## src/cpu_pkg.sv

```systemverilog
package cpu_pkg;

   localparam int DATA_W     = 32;
   localparam int REG_COUNT  = 32;
   localparam int REG_ADDR_W = 5;
   localparam int MEM_DEPTH  = 256;
   localparam int MEM_ADDR_W = 8;
   localparam int NUM_STAGES = 5;

   // Instruction type in bits 31..27
   typedef enum logic [4:0] {
      OP_NOP    = 5'd0,
      OP_LOADI  = 5'd1,
      OP_LOAD   = 5'd2,
      OP_STORE  = 5'd3,
      OP_ALU    = 5'd4,
      OP_JUMPNZ = 5'd5,
      OP_HALT   = 5'd6
   } opcode_e;

   typedef enum logic [2:0] {
      ALU_ADD  = 3'd0,
      ALU_SUB  = 3'd1,
      ALU_AND  = 3'd2,
      ALU_OR   = 3'd3,
      ALU_XOR  = 3'd4,
      ALU_SLTU = 3'd5,
      ALU_SHL  = 3'd6,
      ALU_SHR  = 3'd7
   } alu_op_e;

   typedef enum logic [2:0] {
      ST_FETCH     = 3'd0,
      ST_ISSUE     = 3'd1,
      ST_READ      = 3'd2,
      ST_EXECUTE   = 3'd3,
      ST_WRITEBACK = 3'd4
   } stage_e;

   // LOADI view
   typedef struct packed {
      logic [4:0]            opcode;
      logic [REG_ADDR_W-1:0] rd;
      logic [5:0]            unused;
      logic [15:0]           imm16;
   } instr_imm_t;

   // View for all register based types
   typedef struct packed {
      logic [4:0]            opcode;
      logic [REG_ADDR_W-1:0] rd;
      logic [REG_ADDR_W-1:0] ra;
      logic [REG_ADDR_W-1:0] rb;
      logic [2:0]            alu_op;
      logic [8:0]            unused;
   } instr_reg_t;

   typedef union packed {
      instr_imm_t imm_view;
      instr_reg_t reg_view;
   } instr_u;

   typedef struct packed {
      opcode_e               op;
      logic [REG_ADDR_W-1:0] rd;
      logic [REG_ADDR_W-1:0] ra;
      logic [REG_ADDR_W-1:0] rb;
      logic [DATA_W-1:0]     imm;
      alu_op_e               alu_op;
   } decoded_t;

   typedef struct packed {
      logic [MEM_ADDR_W-1:0] pc;
      opcode_e               op;
      logic                  wr_en;
      logic [REG_ADDR_W-1:0] wr_reg;
      logic [DATA_W-1:0]     wr_data;
   } retire_t;

   typedef struct packed {
      logic [MEM_ADDR_W-1:0] addr;
      logic [DATA_W-1:0]     data;
   } store_t;

endpackage

```

## src/cpu_regfile.sv

```systemverilog
`timescale 1ns/1ps

module cpu_regfile (
   input  logic                       clk,
   input  logic                       rst_n,
   input  cpu_pkg::stage_e            stage,
   input  cpu_pkg::decoded_t          dec,
   input  logic [cpu_pkg::DATA_W-1:0] rdata,
   input  logic [cpu_pkg::DATA_W-1:0] alu_result,
   output logic [cpu_pkg::DATA_W-1:0] ra_data,
   output logic [cpu_pkg::DATA_W-1:0] rb_data,
   output logic                       wr_en,
   output logic [cpu_pkg::DATA_W-1:0] wr_data
);

   logic [cpu_pkg::DATA_W-1:0] regs [cpu_pkg::REG_COUNT];
   logic                       writes_rd;

   // Write data by instruction type
   always_comb begin
      writes_rd = 1'b1;
      case (dec.op)
         cpu_pkg::OP_LOADI: wr_data = dec.imm;
         cpu_pkg::OP_LOAD:  wr_data = rdata;
         cpu_pkg::OP_ALU:   wr_data = alu_result;
         default: begin
            writes_rd = 1'b0;
            wr_data   = '0;
         end
      endcase
   end

   assign wr_en = writes_rd && (stage == cpu_pkg::ST_WRITEBACK);

   always_ff @(posedge clk) begin
      if (!rst_n) begin
         for (int i = 0; i < cpu_pkg::REG_COUNT; i++) begin
            regs[i] <= '0;
         end
      end else if (wr_en) begin
         regs[dec.rd] <= wr_data;
      end
   end

   // Operands sampled once at the end of READ
   always_ff @(posedge clk) begin
      if (stage == cpu_pkg::ST_READ) begin
         ra_data <= regs[dec.ra];
         rb_data <= regs[dec.rb];
      end
   end

endmodule

```

## config.mk

```make
export PLATFORM = sky130hd
export DESIGN_NAME = cpu_regfile
export DESIGN_NICKNAME = d
export VERILOG_FILES = /design/src/cpu_pkg.sv /design/src/cpu_regfile.sv
export SDC_FILE = /design/constraint.sdc
export NUM_CORES = 2
export LEC_CHECK = 0
export CORE_MARGIN = 1
export CORE_UTILIZATION = 25
export DETAILED_ROUTE_END_ITERATION = 7
export DONT_BUFFER_PORTS = 1
export PLACE_DENSITY = 0.41
export SYNTH_ARGS = -nofsm -noshare
export SYNTH_HDL_FRONTEND = slang
export SYNTH_SLANG_ARGS = --single-unit
```

## constraint.sdc

```tcl
create_clock -name clk -period 13.9 [get_ports clk]
set_input_delay 2.085 -clock clk [delete_from_list [all_inputs] [get_ports clk]]
set_output_delay 2.085 -clock clk [all_outputs]
set_load 0.01 [all_outputs]
```

# Word level (Yosys, flattened, before mapping)
# Memories as Yosys holds them, arrays and structs flattened. A register that Yosys moved wholly into a read port is not among the register bits.
# Cells that the tools add are included.
# word_totals
mem_count	1
ff_bits	0
out_inout_bits	97
word_cells	18
ram_bits	1024
in_bits	124
# op_classes
n_reduce_logical	3
mux	9
n_eq_ne	5
# mem_list
memory	words	word_bits	read_ports	rd_ports_with_merged_regs	wr	line	rtl
regs	32	32	2	2	32	cpu_regfile.sv:16	logic [cpu_pkg::DATA_W-1:0] regs [cpu_pkg::REG_COUNT];
# ops
operator	count
$pmux W32 S3	1
$mux W32	1
$reduce_or A32 Y1	1
$mux W1	6
$eq A5 B1 Y1 const B	1
$eq A5 B2 Y1 const B	1
$eq A5 B3 Y1 const B	1
$mux W5	1
$eq A3 B2 Y1 const B	1
$eq A3 B3 Y1 const B	1
$reduce_or A3 Y1	1
$logic_and A1 B1 Y1	1

# Depth between registers and ports, before layout
# logic_depth
depth_word	9
ltp_mapped	8

# Worst setup path before layout
# No wires, ideal clock.
# synth_path
kind	input to register
from	input port stage[0]
to	register ra_data[0] (netlist name) (read register of regs), enable pin
arrival_time_ns	6.787
required_ns	13.321
path_buffers	0
stages	1
path_slack_ns	6.534
path_cell_list	nor3b_1
# synth_between
elab_chain_len	1
# synth_rtl
element	line	rtl
start: declaration	cpu_regfile.sv:6	input cpu_pkg::stage_e stage,
$eq A3 B2 Y1	cpu_regfile.sv:47	if (stage == cpu_pkg::ST_READ) begin
end: declaration	cpu_regfile.sv:10	output logic [cpu_pkg::DATA_W-1:0] ra_data,
# Every way passes these cells.

# Final worst setup path
# layout_path
from	input port dec[54] (netlist name)
to	output port wr_data[22] (netlist name)
# layout_between
elab_chain_len	2
elab_cells_between_ends	4
classes_between	3 x eq/ne; 1 x mux
# layout_rtl
element	line	rtl
start: declaration	cpu_regfile.sv:7	input cpu_pkg::decoded_t dec,
$eq A5 B3 Y1 (tied with other cells)	cpu_regfile.sv:22	case (dec.op)
$pmux W32 S3 *	cpu_regfile.sv:22	
end: declaration	cpu_regfile.sv:13	output logic [cpu_pkg::DATA_W-1:0] wr_data
# Mark *: on every way between the ends. The rest lies on a longest branch, timed or not.

==> summary.md <==
| Metric | Value |
|---|---|
| Hold path depth | 4 |
| First-pass GRT wire length | 323000 µm |
| Die height | 474 µm |
| YS warnings | 0 |
| P_leak | 22.0 nW |
| Layout cell share with drive strength beyond 1 | 8.74% |
| Port bufs | 0 |
| # rows | 172 |
| Placeable Area | 0.220 mm² |
| CP Capture Type | primary output |
| R2R depth | 5 |
| Fin Setup TNS | 0 ns |
| Crit path launch | dec[54] |
| Netlist cell types | 30 |
| Final Skew | 0.0271 ns |
| CTS Hold Bufs | 0 |
| Failing checks | max-slew violations |
| Clock sinks | 1088 |
| Global route overflow | 0 |
| Tcrit/Tclk final | 44.9% |
| Net Count, Synth | 4913 |
| Root buf cell | clkbuf_16 |
| Vias | 40100 |
| Initial core utilization | 25.2% |
| Slew @ Worst Pin | 2.43 ns |
| Routability Congestion | 0.761 |
| Synth top area share | 58.8% |
| Reg area | 0.0327 mm² |
| Post-CTS setup buffers | 0 |
| Area contributors post-synth | edfxtp_1 (59%), mux2i_1 (18%), nor2_1 (6.9%) |
| DRC marker count from the first detailed-route iteration | 4381 |
| WS Path Type | in -> out |
| Max-slew headroom | -62.2% |
| # DRC | 0 |
| CP top delay family | simple AND/OR/NAND/NOR gates |
| Largest area contributor in the netlist | edfxtp_1 |
| Antenna Nets Post-Route | 0 |
| Met3 Wirelength | 14800 µm |
| RSZ-0062 raised after global routing | false |
| Hold Vio Cnt, Final | 0 |
| CTS H-tree depth | 4 |
| Fin util | 28.4% |
| # setup viols final | 0 |
| Worst path bufs/invs | 2 |
| Crit path depth | 5 |
| Min Clock Period, post-route | 6.24 ns |
| Overall power | 7.97 mW |
| IO Pins | 221 |
| Hold Crit Class | reg -> reg |
| Area grow syn2layout | 12.7% |
| Critical-path top delay cell | and3_2 |
| Fill cells | 22700 |
| Mapped Area | 0.0556 mm² |
| Nets | 4707 |
| Worst skew pair latency | 0.80 ns |
| TritonCTS buffer count | 131 |
| Max Freq | 160 MHz |
| PD cells | 127 mW/mm² |
| Worst EP required | 11.81 ns |
| CP startpoint kind | input pin |
| Antenna violations before repair | 10 |
| Area of the multi-input gates | 0.0212 mm² |
| Status | finished with violations |
| Peak supply drop | 0.000106 V |
| Seq/Total Area, Yosys | 58.8% |
| Drt first pass iters | 6 |
| Max-slew violations | 415 |
| Mean post-synth cell area | 11.6 µm² |
| Top layer in use | met5 |
| Reg-to-Reg Start | regs[2][11] |
| Die footprint | 0.224 mm² |
| Worst hold start | regs[25][14] |
| Total Wirelength | 240000 µm |
| M1 WL | 105000 µm |
| Clock transition at the registers of the reported paths | 0.06 ns |
| Largest stage delay on the critical path | 0.94 ns |
| Cell Chain, Critical Path | nor2_1 -> and3_2 -> a222oi_1 -> buf_4 -> inv_2 |
| DIE WIDTH | 474 µm |
| WL met2 | 113000 µm |
| Number of max-cap violations | 0 |
| Yosys reg bits | 1088 |
| Cells after Synth | 4789 |
| WL/cell | 31.5 µm |
| WP data arrival | 4.15 ns |
| Via density | 5.25 |
| Gr usage total | 20.9% |
| Resize count post-CTS | 0 |
| Dpl hpwl | 123000 µm |
| CP Max Fanout | 33 |
| Clock Tree Buf Depth | 3 |
| Vias in the first global route | 39400 |
| Largest net degree at the start of global routing | 513 |
| CTS tree | done |
==> report_power, final <==
group / internal, mW / leakage (nW) / switching (mW)
sequential: 3.78 / 10.3 / 0.0831
combinational: 0.261 / 9.70 / 0.489
clock: 1.90 / 1.97 / 1.46
==> worst reg2reg max path, delay by kind of cell, from the launching register on <==
family	cells	cell delay [ns]
AOI/OAI and AO/OA	2	0.91
DFF	1	0.38
muxes	1	0.17
and+or+nand+nor	2	0.61
==> registers in the layout (all words and copies together), names as in the netlist <==
name / count
regs: 1024
ra_data: 32
rb_data: 32
==> cells in the mapped netlist, drive strengths merged <==
| library cell | n |
|---|---|
| a21oi | 192 |
| a222oi | 32 |
| a22o | 128 |
| a22oi | 192 |
| a31oi | 64 |
| and2 | 2 |
| and3 | 2 |
| and3b | 2 |
| and4bb | 2 |
| buf | 206 |
| clkbuf | 252 |
| edfxtp | 1088 |
| inv | 33 |
| mux2i | 1024 |
| nand2 | 260 |
| nand2b | 5 |
| nand3 | 192 |
| nor2 | 1029 |
| nor2b | 4 |
| nor3 | 69 |
| nor3b | 4 |
| nor4b | 1 |
| nor4bb | 1 |
| o211ai | 1 |
| o21ai | 1 |
| or2 | 2 |
| xor2 | 1 |
==> through the flow <==
stage                     cell area, µm²  setup slack [ns]  hold slack, ns  cells
after CTS                          62700              7.66           0.736   7639
after detailed placement           58600              7.66           0.715   7408
after floorplan                    55600              6.53           0.656   4789
final                              62700              7.66           0.741   7642
after global routing               62700              7.57           0.780   7639
after global placement             58600              7.72           0.744   7408
==> routing by layer <==
metal  vias to the layer above  GRT usage [%]
met4                         4           6.96
li1                      17200              -
met2                      1595           34.6
met1                     21000           27.7
met3                       348           3.06
met5                         -              0
==> cells in the final DEF (no fill, tap or decap), drive strengths merged <==
cell / Yosys / routed
edfxtp: 1088 / 1088
nor2: 1029 / 1029
mux2i: 1024 / 1024
nand2: 260 / 260
a22oi: 192 / 192
a21oi: 192 / 192
nand3: 192 / 192
clkbuf: 252 / 163
a22o: 128 / 128
buf: 206 / 119
nor3: 69 / 69
a31oi: 64 / 64
clkinv: 0 / 51
inv: 33 / 42
a222oi: 32 / 32
bufinv: 0 / 6
nand2b: 5 / 5
nor2b: 4 / 4
nor3b: 4 / 4
diode: 0 / 3
and4bb: 2 / 2
and2: 2 / 2
or2: 2 / 2
and3b: 2 / 2
clkinvlp: 0 / 2
and3: 2 / 2
xor2: 1 / 1
o21ai: 1 / 1
o211ai: 1 / 1
nor4b: 1 / 1
nor4bb: 1 / 1
==> layout make-up <==
| cell class | count | share of cell area (%) |
|---|---|---|
| inverter | 33 | 0.198 |
| sequential | 1088 | 52.1 |
| clock buffer | 163 | 5.59 |
| tap | 2958 | 5.91 |
| antenna | 3 | 0.0120 |
| multi-input combinational | 3210 | 33.8 |
| clock inverter | 68 | 0.853 |
| timing repair buffer | 119 | 1.49 |
==> cell families (layout without fill, tap and decap cells) <==
family	after synthesis	in the layout	share of synthesized area, %
AOI/OAI and AO/OA	610	610	7.66
buffers and inverters	491	383	3.68
xor gates and xnor gates	1	1	0.0158
DFF	1088	1088	58.8
muxes	1024	1024	18.4
and+or+nand+nor	1575	1575	11.4
other	0	3	0
==> path summary, 6_finish.rpt <==
path	end	slack [ns]
setup / recovery	wr_data[22]	7.66
hold / removal	rb_data[14]	0.74
setup reg to reg	ra_data[11]	11.41
hold reg to reg	rb_data[14]	0.74
Power figures use the tool's default switching activity.
