## src/cpu_pkg.sv

```systemverilog
package cpu_pkg;

   localparam int DATA_W     = 32;
   localparam int REG_COUNT  = 32;
   localparam int REG_ADDR_W = 5;
   localparam int MEM_DEPTH  = 256;
   localparam int MEM_ADDR_W = 8;
   localparam int NUM_STAGES = 5;

   // Instruction type in bits 31..27
   typedef enum logic [4:0] {
      OP_NOP    = 5'd0,
      OP_LOADI  = 5'd1,
      OP_LOAD   = 5'd2,
      OP_STORE  = 5'd3,
      OP_ALU    = 5'd4,
      OP_JUMPNZ = 5'd5,
      OP_HALT   = 5'd6
   } opcode_e;

   typedef enum logic [2:0] {
      ALU_ADD  = 3'd0,
      ALU_SUB  = 3'd1,
      ALU_AND  = 3'd2,
      ALU_OR   = 3'd3,
      ALU_XOR  = 3'd4,
      ALU_SLTU = 3'd5,
      ALU_SHL  = 3'd6,
      ALU_SHR  = 3'd7
   } alu_op_e;

   typedef enum logic [2:0] {
      ST_FETCH     = 3'd0,
      ST_ISSUE     = 3'd1,
      ST_READ      = 3'd2,
      ST_EXECUTE   = 3'd3,
      ST_WRITEBACK = 3'd4
   } stage_e;

   // LOADI view
   typedef struct packed {
      logic [4:0]            opcode;
      logic [REG_ADDR_W-1:0] rd;
      logic [5:0]            unused;
      logic [15:0]           imm16;
   } instr_imm_t;

   // View for all register based types
   typedef struct packed {
      logic [4:0]            opcode;
      logic [REG_ADDR_W-1:0] rd;
      logic [REG_ADDR_W-1:0] ra;
      logic [REG_ADDR_W-1:0] rb;
      logic [2:0]            alu_op;
      logic [8:0]            unused;
   } instr_reg_t;

   typedef union packed {
      instr_imm_t imm_view;
      instr_reg_t reg_view;
   } instr_u;

   typedef struct packed {
      opcode_e               op;
      logic [REG_ADDR_W-1:0] rd;
      logic [REG_ADDR_W-1:0] ra;
      logic [REG_ADDR_W-1:0] rb;
      logic [DATA_W-1:0]     imm;
      alu_op_e               alu_op;
   } decoded_t;

   typedef struct packed {
      logic [MEM_ADDR_W-1:0] pc;
      opcode_e               op;
      logic                  wr_en;
      logic [REG_ADDR_W-1:0] wr_reg;
      logic [DATA_W-1:0]     wr_data;
   } retire_t;

   typedef struct packed {
      logic [MEM_ADDR_W-1:0] addr;
      logic [DATA_W-1:0]     data;
   } store_t;

endpackage

```

## src/cpu_control.sv

```systemverilog
`timescale 1ns/1ps

module cpu_control (
   input  logic                               clk,
   input  logic                               rst_n,
   input  logic                               run,
   input  cpu_pkg::decoded_t                  dec,
   input  logic [cpu_pkg::DATA_W-1:0]         ra_data,
   input  logic [cpu_pkg::DATA_W-1:0]         rb_data,
   input  logic [cpu_pkg::DATA_W-1:0]         rdata,
   output cpu_pkg::stage_e                    stage,
   output logic [cpu_pkg::MEM_ADDR_W-1:0]     pc,
   output logic [cpu_pkg::DATA_W-1:0]         instr,
   output logic                               halted
);

   logic                               step;
   logic                               last_stage;
   logic                               issue_load;
   logic                               wb_step;
   logic                               take_jump;
   logic [cpu_pkg::MEM_ADDR_W-1:0]     pc_next;
   cpu_pkg::stage_e                    stage_next;

   // Nothing moves while stopped or halted
   assign step       = run && !halted;
   assign last_stage = (stage == cpu_pkg::stage_e'(cpu_pkg::NUM_STAGES - 1));
   assign issue_load = step && (stage == cpu_pkg::ST_ISSUE);
   assign wb_step    = step && last_stage;

   always_comb begin
      if (last_stage) begin
         stage_next = cpu_pkg::ST_FETCH;
      end else begin
         stage_next = cpu_pkg::stage_e'(stage + 3'd1);
      end
   end

   // Jump target comes from the second register operand
   assign take_jump = (dec.op == cpu_pkg::OP_JUMPNZ) && (ra_data != '0);

   always_comb begin
      if (take_jump) begin
         pc_next = rb_data[cpu_pkg::MEM_ADDR_W-1:0];
      end else begin
         // Wraps at the top of memory
         pc_next = pc + cpu_pkg::MEM_ADDR_W'(1);
      end
   end

   always_ff @(posedge clk) begin
      if (!rst_n) begin
         stage <= cpu_pkg::ST_FETCH;
      end else if (step) begin
         stage <= stage_next;
      end
   end

   // Issue register
   always_ff @(posedge clk) begin
      if (!rst_n) begin
         instr <= '0;
      end else if (issue_load) begin
         instr <= rdata;
      end
   end

   always_ff @(posedge clk) begin
      if (!rst_n) begin
         pc     <= '0;
         halted <= 1'b0;
      end else if (wb_step) begin
         pc <= pc_next;
         if (dec.op == cpu_pkg::OP_HALT) begin
            halted <= 1'b1;
         end
      end
   end

endmodule

```

## config.mk

```make
export PLATFORM = sky130hd
export DESIGN_NAME = cpu_control
export DESIGN_NICKNAME = d
export VERILOG_FILES = /design/src/cpu_pkg.sv /design/src/cpu_control.sv
export SDC_FILE = /design/constraint.sdc
export NUM_CORES = 1
export LEC_CHECK = 0
export BUFFER_PORTS_ARGS = -buffer_cell sky130_fd_sc_hd__buf_4
export CELL_PAD_IN_SITES_DETAIL_PLACEMENT = 0
export CELL_PAD_IN_SITES_GLOBAL_PLACEMENT = 2
export CORE_AREA = 2 2 91 129
export CTS_CLUSTER_DIAMETER = 50
export CTS_CLUSTER_SIZE = 14
export DETAILED_ROUTE_END_ITERATION = 8
export DIE_AREA = 0 0 93 131
export PLACE_DENSITY_LB_ADDON = 0.3
export SETUP_SLACK_MARGIN = 0.5
export SLEW_MARGIN = 30
export SYNTH_ARGS = -nofsm -noshare
export SYNTH_HDL_FRONTEND = slang
export SYNTH_SLANG_ARGS = --single-unit
export TNS_END_PERCENT = 10
```

## constraint.sdc

```tcl
create_clock -name clk -period 3.15 [get_ports clk]
set_input_delay 0 -clock clk [delete_from_list [all_inputs] [get_ports clk]]
set_output_delay 0 -clock clk [all_outputs]
set_load 0.05 [all_outputs]
```

* Yosys cells after proc, flatten, opt, wreduce, memory -nomap -nowiden
Index checks and enable logic that the tools add are counted.
** Cells by class
- $add $sub $neg :: 2
- Reduce and logical (&&, ||, !) cells :: 7
- Equality and inequality tests :: 4
- Muxes and demuxes :: 2
** Operators with widths (number)
- $reduce_bool 32->1 :: 1
- $eq 5x3->1 const B :: 2
- $add 8x1->8 const B :: 1
- $mux 8 :: 1
- $logic_and 1x1->1 :: 4
- $add 3x1->3 const B :: 1
- $eq 3x1->1 const B :: 1
- $eq 3x3->1 const B :: 1
- $mux 3 :: 1
- $reduce_and 2->1 :: 1
- $logic_not 1->1 :: 1
** Word-level totals
- Output and inout port bits :: 44
- Input bits :: 154
- Flip-flop bits (word level) :: 44

* Logic depth before layout (Yosys ltp)
Gate-level depths: netlist of the first run.
- Word-level depth :: 4
- Depth in mapped cells :: 7

* Worst setup path before layout of the first run
No wires, ideal clock.
- Path type :: register -> register
- Start :: register stage[0]
- End :: register pc[4] (netlist name)
- Arrival time :: 1632 ps
- Cell stages (with the launch flop) :: 8
- Required time :: 3026 ps
- Setup slack :: 1395 ps
- Period minus slack after synthesis :: 1755 ps
- Cells stage by stage :: dfxtp_1 > inv_1 > ha_1 > and3_1 > buf_2 > nand2_1 > a2bb2oi_1 > a31oi_1
** On the way
- Word-level cells in the longest chain between the ends :: 2
** RTL lines
- start: declaration :: RTL line cpu_control.sv:11 : output cpu_pkg::stage_e stage,
- start signal: assignment :: RTL line cpu_control.sv:53 : stage <= cpu_pkg::ST_FETCH;
- start signal: assignment :: RTL line cpu_control.sv:55 : stage <= stage_next;
- $eq 3x3->1 :: RTL line cpu_control.sv:27 : assign last_stage = (stage == cpu_pkg::stage_e'(cpu_pkg::NUM_STAGES - 1));
- $logic_and 1x1->1 :: RTL line cpu_control.sv:29 : assign wb_step = step && last_stage;
- end signal: assignment :: RTL line cpu_control.sv:73 : pc <= pc_next;
- end: declaration :: RTL line cpu_control.sv:12 : output logic [cpu_pkg::MEM_ADDR_W-1:0] pc,
Every way passes these cells.
A chain may end at the register's enable or synchronous reset.

* Worst setup path after layout of the first run
- Start :: input port run
- End :: register pc[7] (netlist name)
** On the way
- Word-level cells in the longest chain between the ends :: 2
** RTL lines
- start: declaration :: RTL line cpu_control.sv:6 : input logic run,
- $logic_and 1x1->1 :: RTL line cpu_control.sv:26 : assign step = run && !halted;
- $logic_and 1x1->1 :: RTL line cpu_control.sv:29
Every way passes these cells.

==> reports/results.ini, run 1 <==
[power_and_ir_drop]
power.density_nw_per_um2 = 427.6
leakagePower_nw = 1.466
max-vdd-ir-drop_mv = 0.2037

[logic_synthesis]
synth_most_common_cell = nand2_1
postSynthCellCount = 242
syn_area_um2 = 1951
synthArstFlopShare = 0
synthTopCellsByArea = dfxtp_1, nand2_1, a21oi_1
yosys-top-cells-count = nand2_1, dfxtp_1, a21oi_1
yosys_warnings = 0
synth_top_cell_area_share = 0.4516
synth-main-ff-cell = dfxtp_1
yosys.cell_types.count = 34
synth_edf_count = 0
synth_nets = 400
synth-seq-cells = 44
yosys.area.top_type = dfxtp_1
syn-mean-instance-area_um2 = 8.060
yosysSeqAreaShare = 0.4516

[drt]
dr.pass1.iters = 4
postRouteAntennaNets = 0
top_layer_used = met4
wire_per_inst_um = 12.19
totalWireLength_mm = 6.568
wl_met1_mm = 2.507
vias = 2243
drtIter0Drc = 41
drcViolationCount = 0
met2_length_mm = 3.545
dr_wl_met3_um = 406
via_per_inst = 4.161

[critical_path]
r2r_cells = 5
rrSetupSlack_ns = 1.25
reg2reg_to = pc[7]
worstReg2RegStart = halted
cp-start-kind = primary input
critPathMaxStageDelay_ns = 0.54
crit_required_ns = 3.36
worstSetupEndpointType = flop
crit_fanout = 12
cp_slowest_cell = dlygate4sd3_1
arrival_ns = 2.14
crit_path_cell_trace = dlygate4sd3_1 > buf_4 > nor2b_1 > nand3_1 > nor4b_1 > o21ai_0 > o221ai_1
path_class = primary input to flop

[cts]
clock-root-buffer = clkbuf_16
ctsHoldBuffers = 34
clkLatencyLatePin_ns = 0.29
cts.sink_count = 44
clk_path_buf_depth = 2
clkTransAtPathRegs_ns = 0.06
postCtsSetupBuffers = 0
numCtsBuffers = 5
cts_tree = built
postCtsResizedCells = 0
cts_max_level = 2

[layout]
drive_gt1_frac = 0.3570
fin_util = 0.3169
n_antenna_cell = 0
syn_to_final_growth_pct = 79.54
stdcell_count = 539
fin_nets = 552
final_cell_area_um2 = 3502

[sta]
min_period_ns = 1.933
hold_violations = 0
setup_viol = 0
worst_pin_slew_ns = 0.6634
tns_ns = 0
post-route-period-util = 0.6137
fmax_ghz = 0.5173
finalClockSkew_ns = 0.004685
max_slew_margin = 0.5573
report.final.slew_viol_count = 0
rsz0062_at_grt = no

[global_routing]
antenna_found_initial = 0
grt_pass1_wl_mm = 10.11
overflow = 0
grt_max_degree = 33
grt_pass1_vias = 2135
grt.total_usage = 0.1062

[run]
maxCapViolCount = 0

[min_path]
min_to = pc[1]
whs_path_depth = 3
worstHoldStart = rb_data[1]
hold_class = primary input to flop

[floorplan]
start_util = 0.1765
fp.dieW_um = 93
core_um2 = 11050
dieArea_um2 = 12180
rows = 46
die_y_um = 131
io_pins = 198

[placement]
dpl.cell_count = 497
io_buffers = 123
placement.cell_area_um2 = 2994
gp_congestion = 0.7004
detailed_place_hpwl_mm = 4.688

[run_status]
status = finished clean

## worst max-delay path by stage
stage	startpoint	end	slack [ns]
final	run	pc[7]	1.22
after global routing	run	pc[7]	0.92
after CTS	run	pc[7]	1.19
after detailed placement	halted	pc[7]	1.23
after global placement	halted	pc[7]	1.25
after floorplan	stage[0]	pc[4]	1.39
## cell families after synthesis
group,after synthesis,synth area share
buf+inv,18,0.04811
mux,1,0.005132
flops,44,0.4516
fa+ha+maj,4,0.02566
compound gates,54,0.1629
simple gates,120,0.3021
xor+xnor,1,0.004491
## per-layer routing
metal  vias to the layer above  global-route usage
li1                       1137                   -
met1                      1019              0.1128
met2                        82              0.2008
met3                         5             0.02408
met4                         0             0.04412
met5                         -                   0
## layout by cell type, fill, tap and decap left out, types with 2 or more instances in the layout
master | netlist | final
ha_1 | 4 | 4
nor4_2 | 3 | 3
nor3_1 | 4 | 4
and3b_1 | 2 | 2
a2bb2oi_1 | 5 | 5
nand3b_1 | 4 | 4
nor4_1 | 4 | 4
nand3_1 | 7 | 7
buf_4 | 0 | 126
and3_1 | 2 | 2
clkbuf_16 | 0 | 5
nand2_1 | 78 | 78
inv_1 | 3 | 3
nand4b_1 | 2 | 2
nor2_1 | 6 | 6
o21ai_0 | 3 | 3
a31oi_1 | 6 | 6
dlygate4sd3_1 | 0 | 34
dfxtp_1 | 44 | 44
a21oi_1 | 37 | 37
## flip-flops by register name, indices dropped and copies added (netlist names)
register	flops
halted	1
instr	32
pc	8
stage	3
## worst max-delay path, delay by kind of cell
kind / cells / cell delay, ns
AND/OR/NAND/NOR: 3 / 1.29
AO/OA/AOI/OAI: 2 / 0.20
buffers and inverters: 2 / 0.65
## per-stage QoR
step / power, mW / hold slack [ns] / worst slack [ns]
3_5_place_dp: 0.8761 / 0.2580 / 1.229
2_1_floorplan: 0.7424 / 0.1360 / 1.395
5_1_grt: 1.570 / 0.001938 / 0.9203
3_3_place_gp: 0.8739 / 0.2480 / 1.252
6_report: 1.497 / 0.004221 / 1.217
4_1_cts: 1.529 / 0.0001611 / 1.187
## final cells by class
type                            count  area, um2
Timing Repair Buffer              160       1286
Clock inverter                      3      42.54
Sequential cell                    44      880.8
Clock buffer                        5      125.1
Multi-Input combinational cell    180      975.9
Fill cell                        1204       7548
Inverter                            3      11.26
Tap cell                          144      180.2
## where the power goes
group          internal [mW]  leakage, nW  switching [mW]
combinational          0.142         1.03           0.159
sequential             0.578        0.357          0.0133
clock                  0.373       0.0798           0.232
total                   1.09         1.47           0.405
Note: power is estimated with default switching activity, not from simulation.
==> inputs of run 2 (changes only) <==
--- a/config.mk
+++ b/config.mk
@@ -5,14 +5,15 @@
 export SDC_FILE = /design/constraint.sdc
 export NUM_CORES = 1
 export LEC_CHECK = 0
+export ABC_AREA = 1
 export BUFFER_PORTS_ARGS = -buffer_cell sky130_fd_sc_hd__buf_4
 export CELL_PAD_IN_SITES_DETAIL_PLACEMENT = 0
 export CELL_PAD_IN_SITES_GLOBAL_PLACEMENT = 2
-export CORE_AREA = 2 2 91 129
+export CORE_AREA = 2 2 106 149
 export CTS_CLUSTER_DIAMETER = 50
 export CTS_CLUSTER_SIZE = 14
 export DETAILED_ROUTE_END_ITERATION = 8
-export DIE_AREA = 0 0 93 131
+export DIE_AREA = 0 0 108 151
 export PLACE_DENSITY_LB_ADDON = 0.3
 export SETUP_SLACK_MARGIN = 0.5
 export SLEW_MARGIN = 30
==> constraint.sdc (replaced) <==
create_clock -name clk -period 1.59 [get_ports clk]
set_input_delay 0 -clock clk [delete_from_list [all_inputs] [get_ports clk]]
set_output_delay 0 -clock clk [all_outputs]
set_load 0.05 [all_outputs]
==> reports/results.ini, run 2 <==
[critical_path]
critPathMaxStageDelay_ns = 0.36  ; -0.18 ns
cp-start-kind = flop
r2r_cells = 7  ; +2
crit_path_cell_trace = inv_4 > ha_4 > nand3_4 > buf_6 > buf_6 > o21ai_2 > nor2_1
path_common_cell = buf_6
rrSetupSlack_ns = 0.34  ; -0.91 ns
arrival_ns = 1.43  ; -0.71 ns
reg2reg_to = instr[30]
cp_slowest_cell = dfxtp_4
worstSetupEndpointType = flop
critPathLaunch = stage[1]
crit_required_ns = 1.77  ; -1.59 ns
worstReg2RegStart = stage[1]
path_class = flop to flop
crit_fanout = 6  ; -6

[drt]
dr.pass1.iters = 4  ; unchanged
drtIter0Drc = 74  ; +80%
vias = 2636  ; +18%
via_per_inst = 3.777  ; -9.2%
wire_per_inst_um = 11.77  ; -3.4%
totalWireLength_mm = 8.217  ; +25%
postRouteAntennaNets = 0  ; unchanged
drcViolationCount = 0  ; unchanged

[layout]
fin_nets = 663  ; +20%
multi_input_area_um2 = 1246  ; +28%
n_antenna_cell = 0  ; unchanged
largest_reg_flops = 32  ; unchanged
fill_cells = 1622  ; +35%
stdcell_count = 698  ; +29%
final_cell_mix = buf_4, nor2_1, nand2_1, dfxtp_1, dlygate4sd3_1
largest_registers = instr x32, pc x8, stage x3
register_area_um2 = 904.6  ; +2.7%
syn_to_final_growth_pct = 94.76
largest_register = instr
fin_util = 0.2870  ; -0.02996
mostFrequentLayoutCell = buf_4
drive_gt1_frac = 0.4130  ; +0.05608

[logic_synthesis]
synth_edf_count = 0  ; unchanged
synthMuxAreaShare = 0  ; -0.005131
synthTopCellsByArea = dfxtp_1, nor2_1, nand2_1
syn-mean-instance-area_um2 = 6.785  ; -16%
yosys.area.top_type = dfxtp_1
yosys-top-cells-count = nor2_1, nand2_1, dfxtp_1
synthSimpleGateAreaFrac = 0.3734  ; +0.07125
synth-seq-cells = 44  ; unchanged
synth-main-ff-cell = dfxtp_1
synth_compound_area_frac = 0.09505  ; -0.06788
synthAdderAreaFrac = 0.02277  ; -0.002891
synth_top_cell_area_share = 0.4007  ; -0.05089
synth_top_family_by_area = simple AND/OR/NAND/NOR gates
yosys_warnings = 0  ; unchanged
yosys.cell_types.count = 27  ; -21%
synth_nets = 482  ; +21%
synth_xor_area_frac = 0.01992  ; +0.01543
yosysSeqAreaShare = 0.4007  ; -0.05089
syn_area_um2 = 2198  ; +13%
postSynthCellCount = 324  ; +34%
synth_most_common_cell = nor2_1
synthArstFlopShare = 0  ; unchanged

[sta]
rsz0062_at_grt = yes
report.final.slew_viol_count = 0  ; unchanged
fmax_ghz = 0.7988
finalClockSkew_ns = 0.005358  ; +0.0006730 ns
post-route-period-util = 0.7873
tns_ns = 0  ; unchanged
worst_pin_slew_ns = 0.4030  ; -0.2603 ns
hold_violations = 0  ; unchanged
min_period_ns = 1.252
setup_viol = 0  ; unchanged
max_slew_margin = 0.7313  ; +0.1740

[min_path]
min_to = pc[7]
hold_class = primary input to flop
worstHoldStart = rb_data[7]
whs_path_depth = 5  ; +2

[cts]
clock-root-buffer = clkbuf_16
clkLatencyLatePin_ns = 0.29  ; about the same
cts.sink_count = 44  ; unchanged
clk_path_buf_depth = 2  ; unchanged
cts_max_level = 2  ; unchanged
clkTransAtPathRegs_ns = 0.07  ; about the same
numCtsBuffers = 5  ; unchanged
cts_tree = built

[run]
maxCapViolCount = 0  ; unchanged

[placement]
io_buffers = 123  ; unchanged
detailed_place_hpwl_mm = 5.906  ; +26%
gp_congestion = 0.7056  ; +0.74%
dpl.cell_count = 636  ; +28%

[floorplan]
start_util = 0.1473  ; -0.02918
die_y_um = 151  ; +15%
rows = 53  ; +15%
dieArea_um2 = 16310  ; +34%
fp.dieW_um = 108  ; +16%
io_pins = 198  ; unchanged
core_um2 = 14920  ; +35%

[global_routing]
grt_pass1_vias = 2611  ; +22%
antenna_found_initial = 0  ; unchanged
grt_pass1_wl_mm = 12.75  ; +26%
overflow = 0  ; unchanged
grt_max_degree = 33  ; unchanged
grt.total_usage = 0.1005  ; -0.005672

[power_and_ir_drop]
leakagePower_nw = 1.984  ; +35%
power_mw = 3.209  ; +110%
power.density_nw_per_um2 = 749.6  ; +75%
max-vdd-ir-drop_mv = 0.4416  ; +120%

[run_status]
status = finished clean

run 2: cell types whose count changed after synthesis, sizes merged, moves of 5 or more:
cell and change:
a2bb2oi -5, buf -5, a21oi -34, nor2 +97
o21ai +30, nor4 -8, nand3 +16, nand2 -24
a31oi -6, inv +35
run 2: worst max-delay path, delay by kind of cell (launching register included):
family	cells	cell delay, ns
and+or+nand+nor	2	0.16
DFF	1	0.36
adders and majority gates	1	0.14
AOI/OAI and AO/OA	1	0.12
buffers and inverters	3	0.38
run 2: routing by layer:
metal | GRT usage | wire [um]
met1 | 0.1077 | 3237
met2 | 0.1890 | 4236
met3 | 0.02496 | 636
met4 | 0.03526 | 107
met5 | 0 | 0
run 2: report_power, final:
| group | internal, mW | switching [mW] |
|---|---|---|
| registers | 1.15 | 0.0342 |
| clock network | 0.740 | 0.434 |
| logic | 0.406 | 0.444 |
run 2: kinds of logic (layout without fill, tap and decap cells):
| kind of cell | after synthesis | in the layout |
|---|---|---|
| compound gates | 38 | 38 |
| xor+xnor | 5 | 5 |
| simple gates | 186 | 187 |
| fa+ha+maj | 4 | 4 |
| flops | 44 | 44 |
| buf+inv | 47 | 228 |
run 2: timing repair:
action                     in CTS  in global routing
cloned                          4                  0
pin swaps                       5                  6
setup endpoints to repair      44                 44
buffers inserted               15                  1
hold buffers                   34                  0
resized for setup              60                  8
hold endpoints to repair       33                  0
run 2: per-stage QoR:
| stage | instance area (um2) | setup WS [ns] | hold WS, ns |
|---|---|---|---|
| 6_report | 4282 | 0.3382 | 0.02937 |
| 5_1_grt | 4282 | 0.2725 | 0.03237 |
| 3_3_place_gp | 3410 | 0.2893 | 0.2485 |
| 2_1_floorplan | 2237 | 0.3042 | 0.1357 |
| 4_1_cts | 4247 | 0.3410 | 0.02598 |
| 3_5_place_dp | 3410 | 0.2550 | 0.2576 |
run 2: worst max-delay path by stage:
stage	endpoint	slack, ns	cells after the start
2_1_floorplan	pc[6]	0.30	7
3_3_place_gp	stage[1]	0.29	7
3_5_place_dp	stage[2]	0.25	7
4_1_cts	instr[20]	0.34	7
5_1_grt	instr[30]	0.27	7
6_report	instr[30]	0.34	7
run 2: final cells by class:
class / instances / share of cell area
Inverter: 38 / 0.03624
Clock inverter: 2 / 0.008182
Sequential cell: 44 / 0.2113
Multi-Input combinational cell: 234 / 0.2911
Tap cell: 192 / 0.05611
Timing Repair Buffer: 182 / 0.3670
Clock buffer: 6 / 0.03010
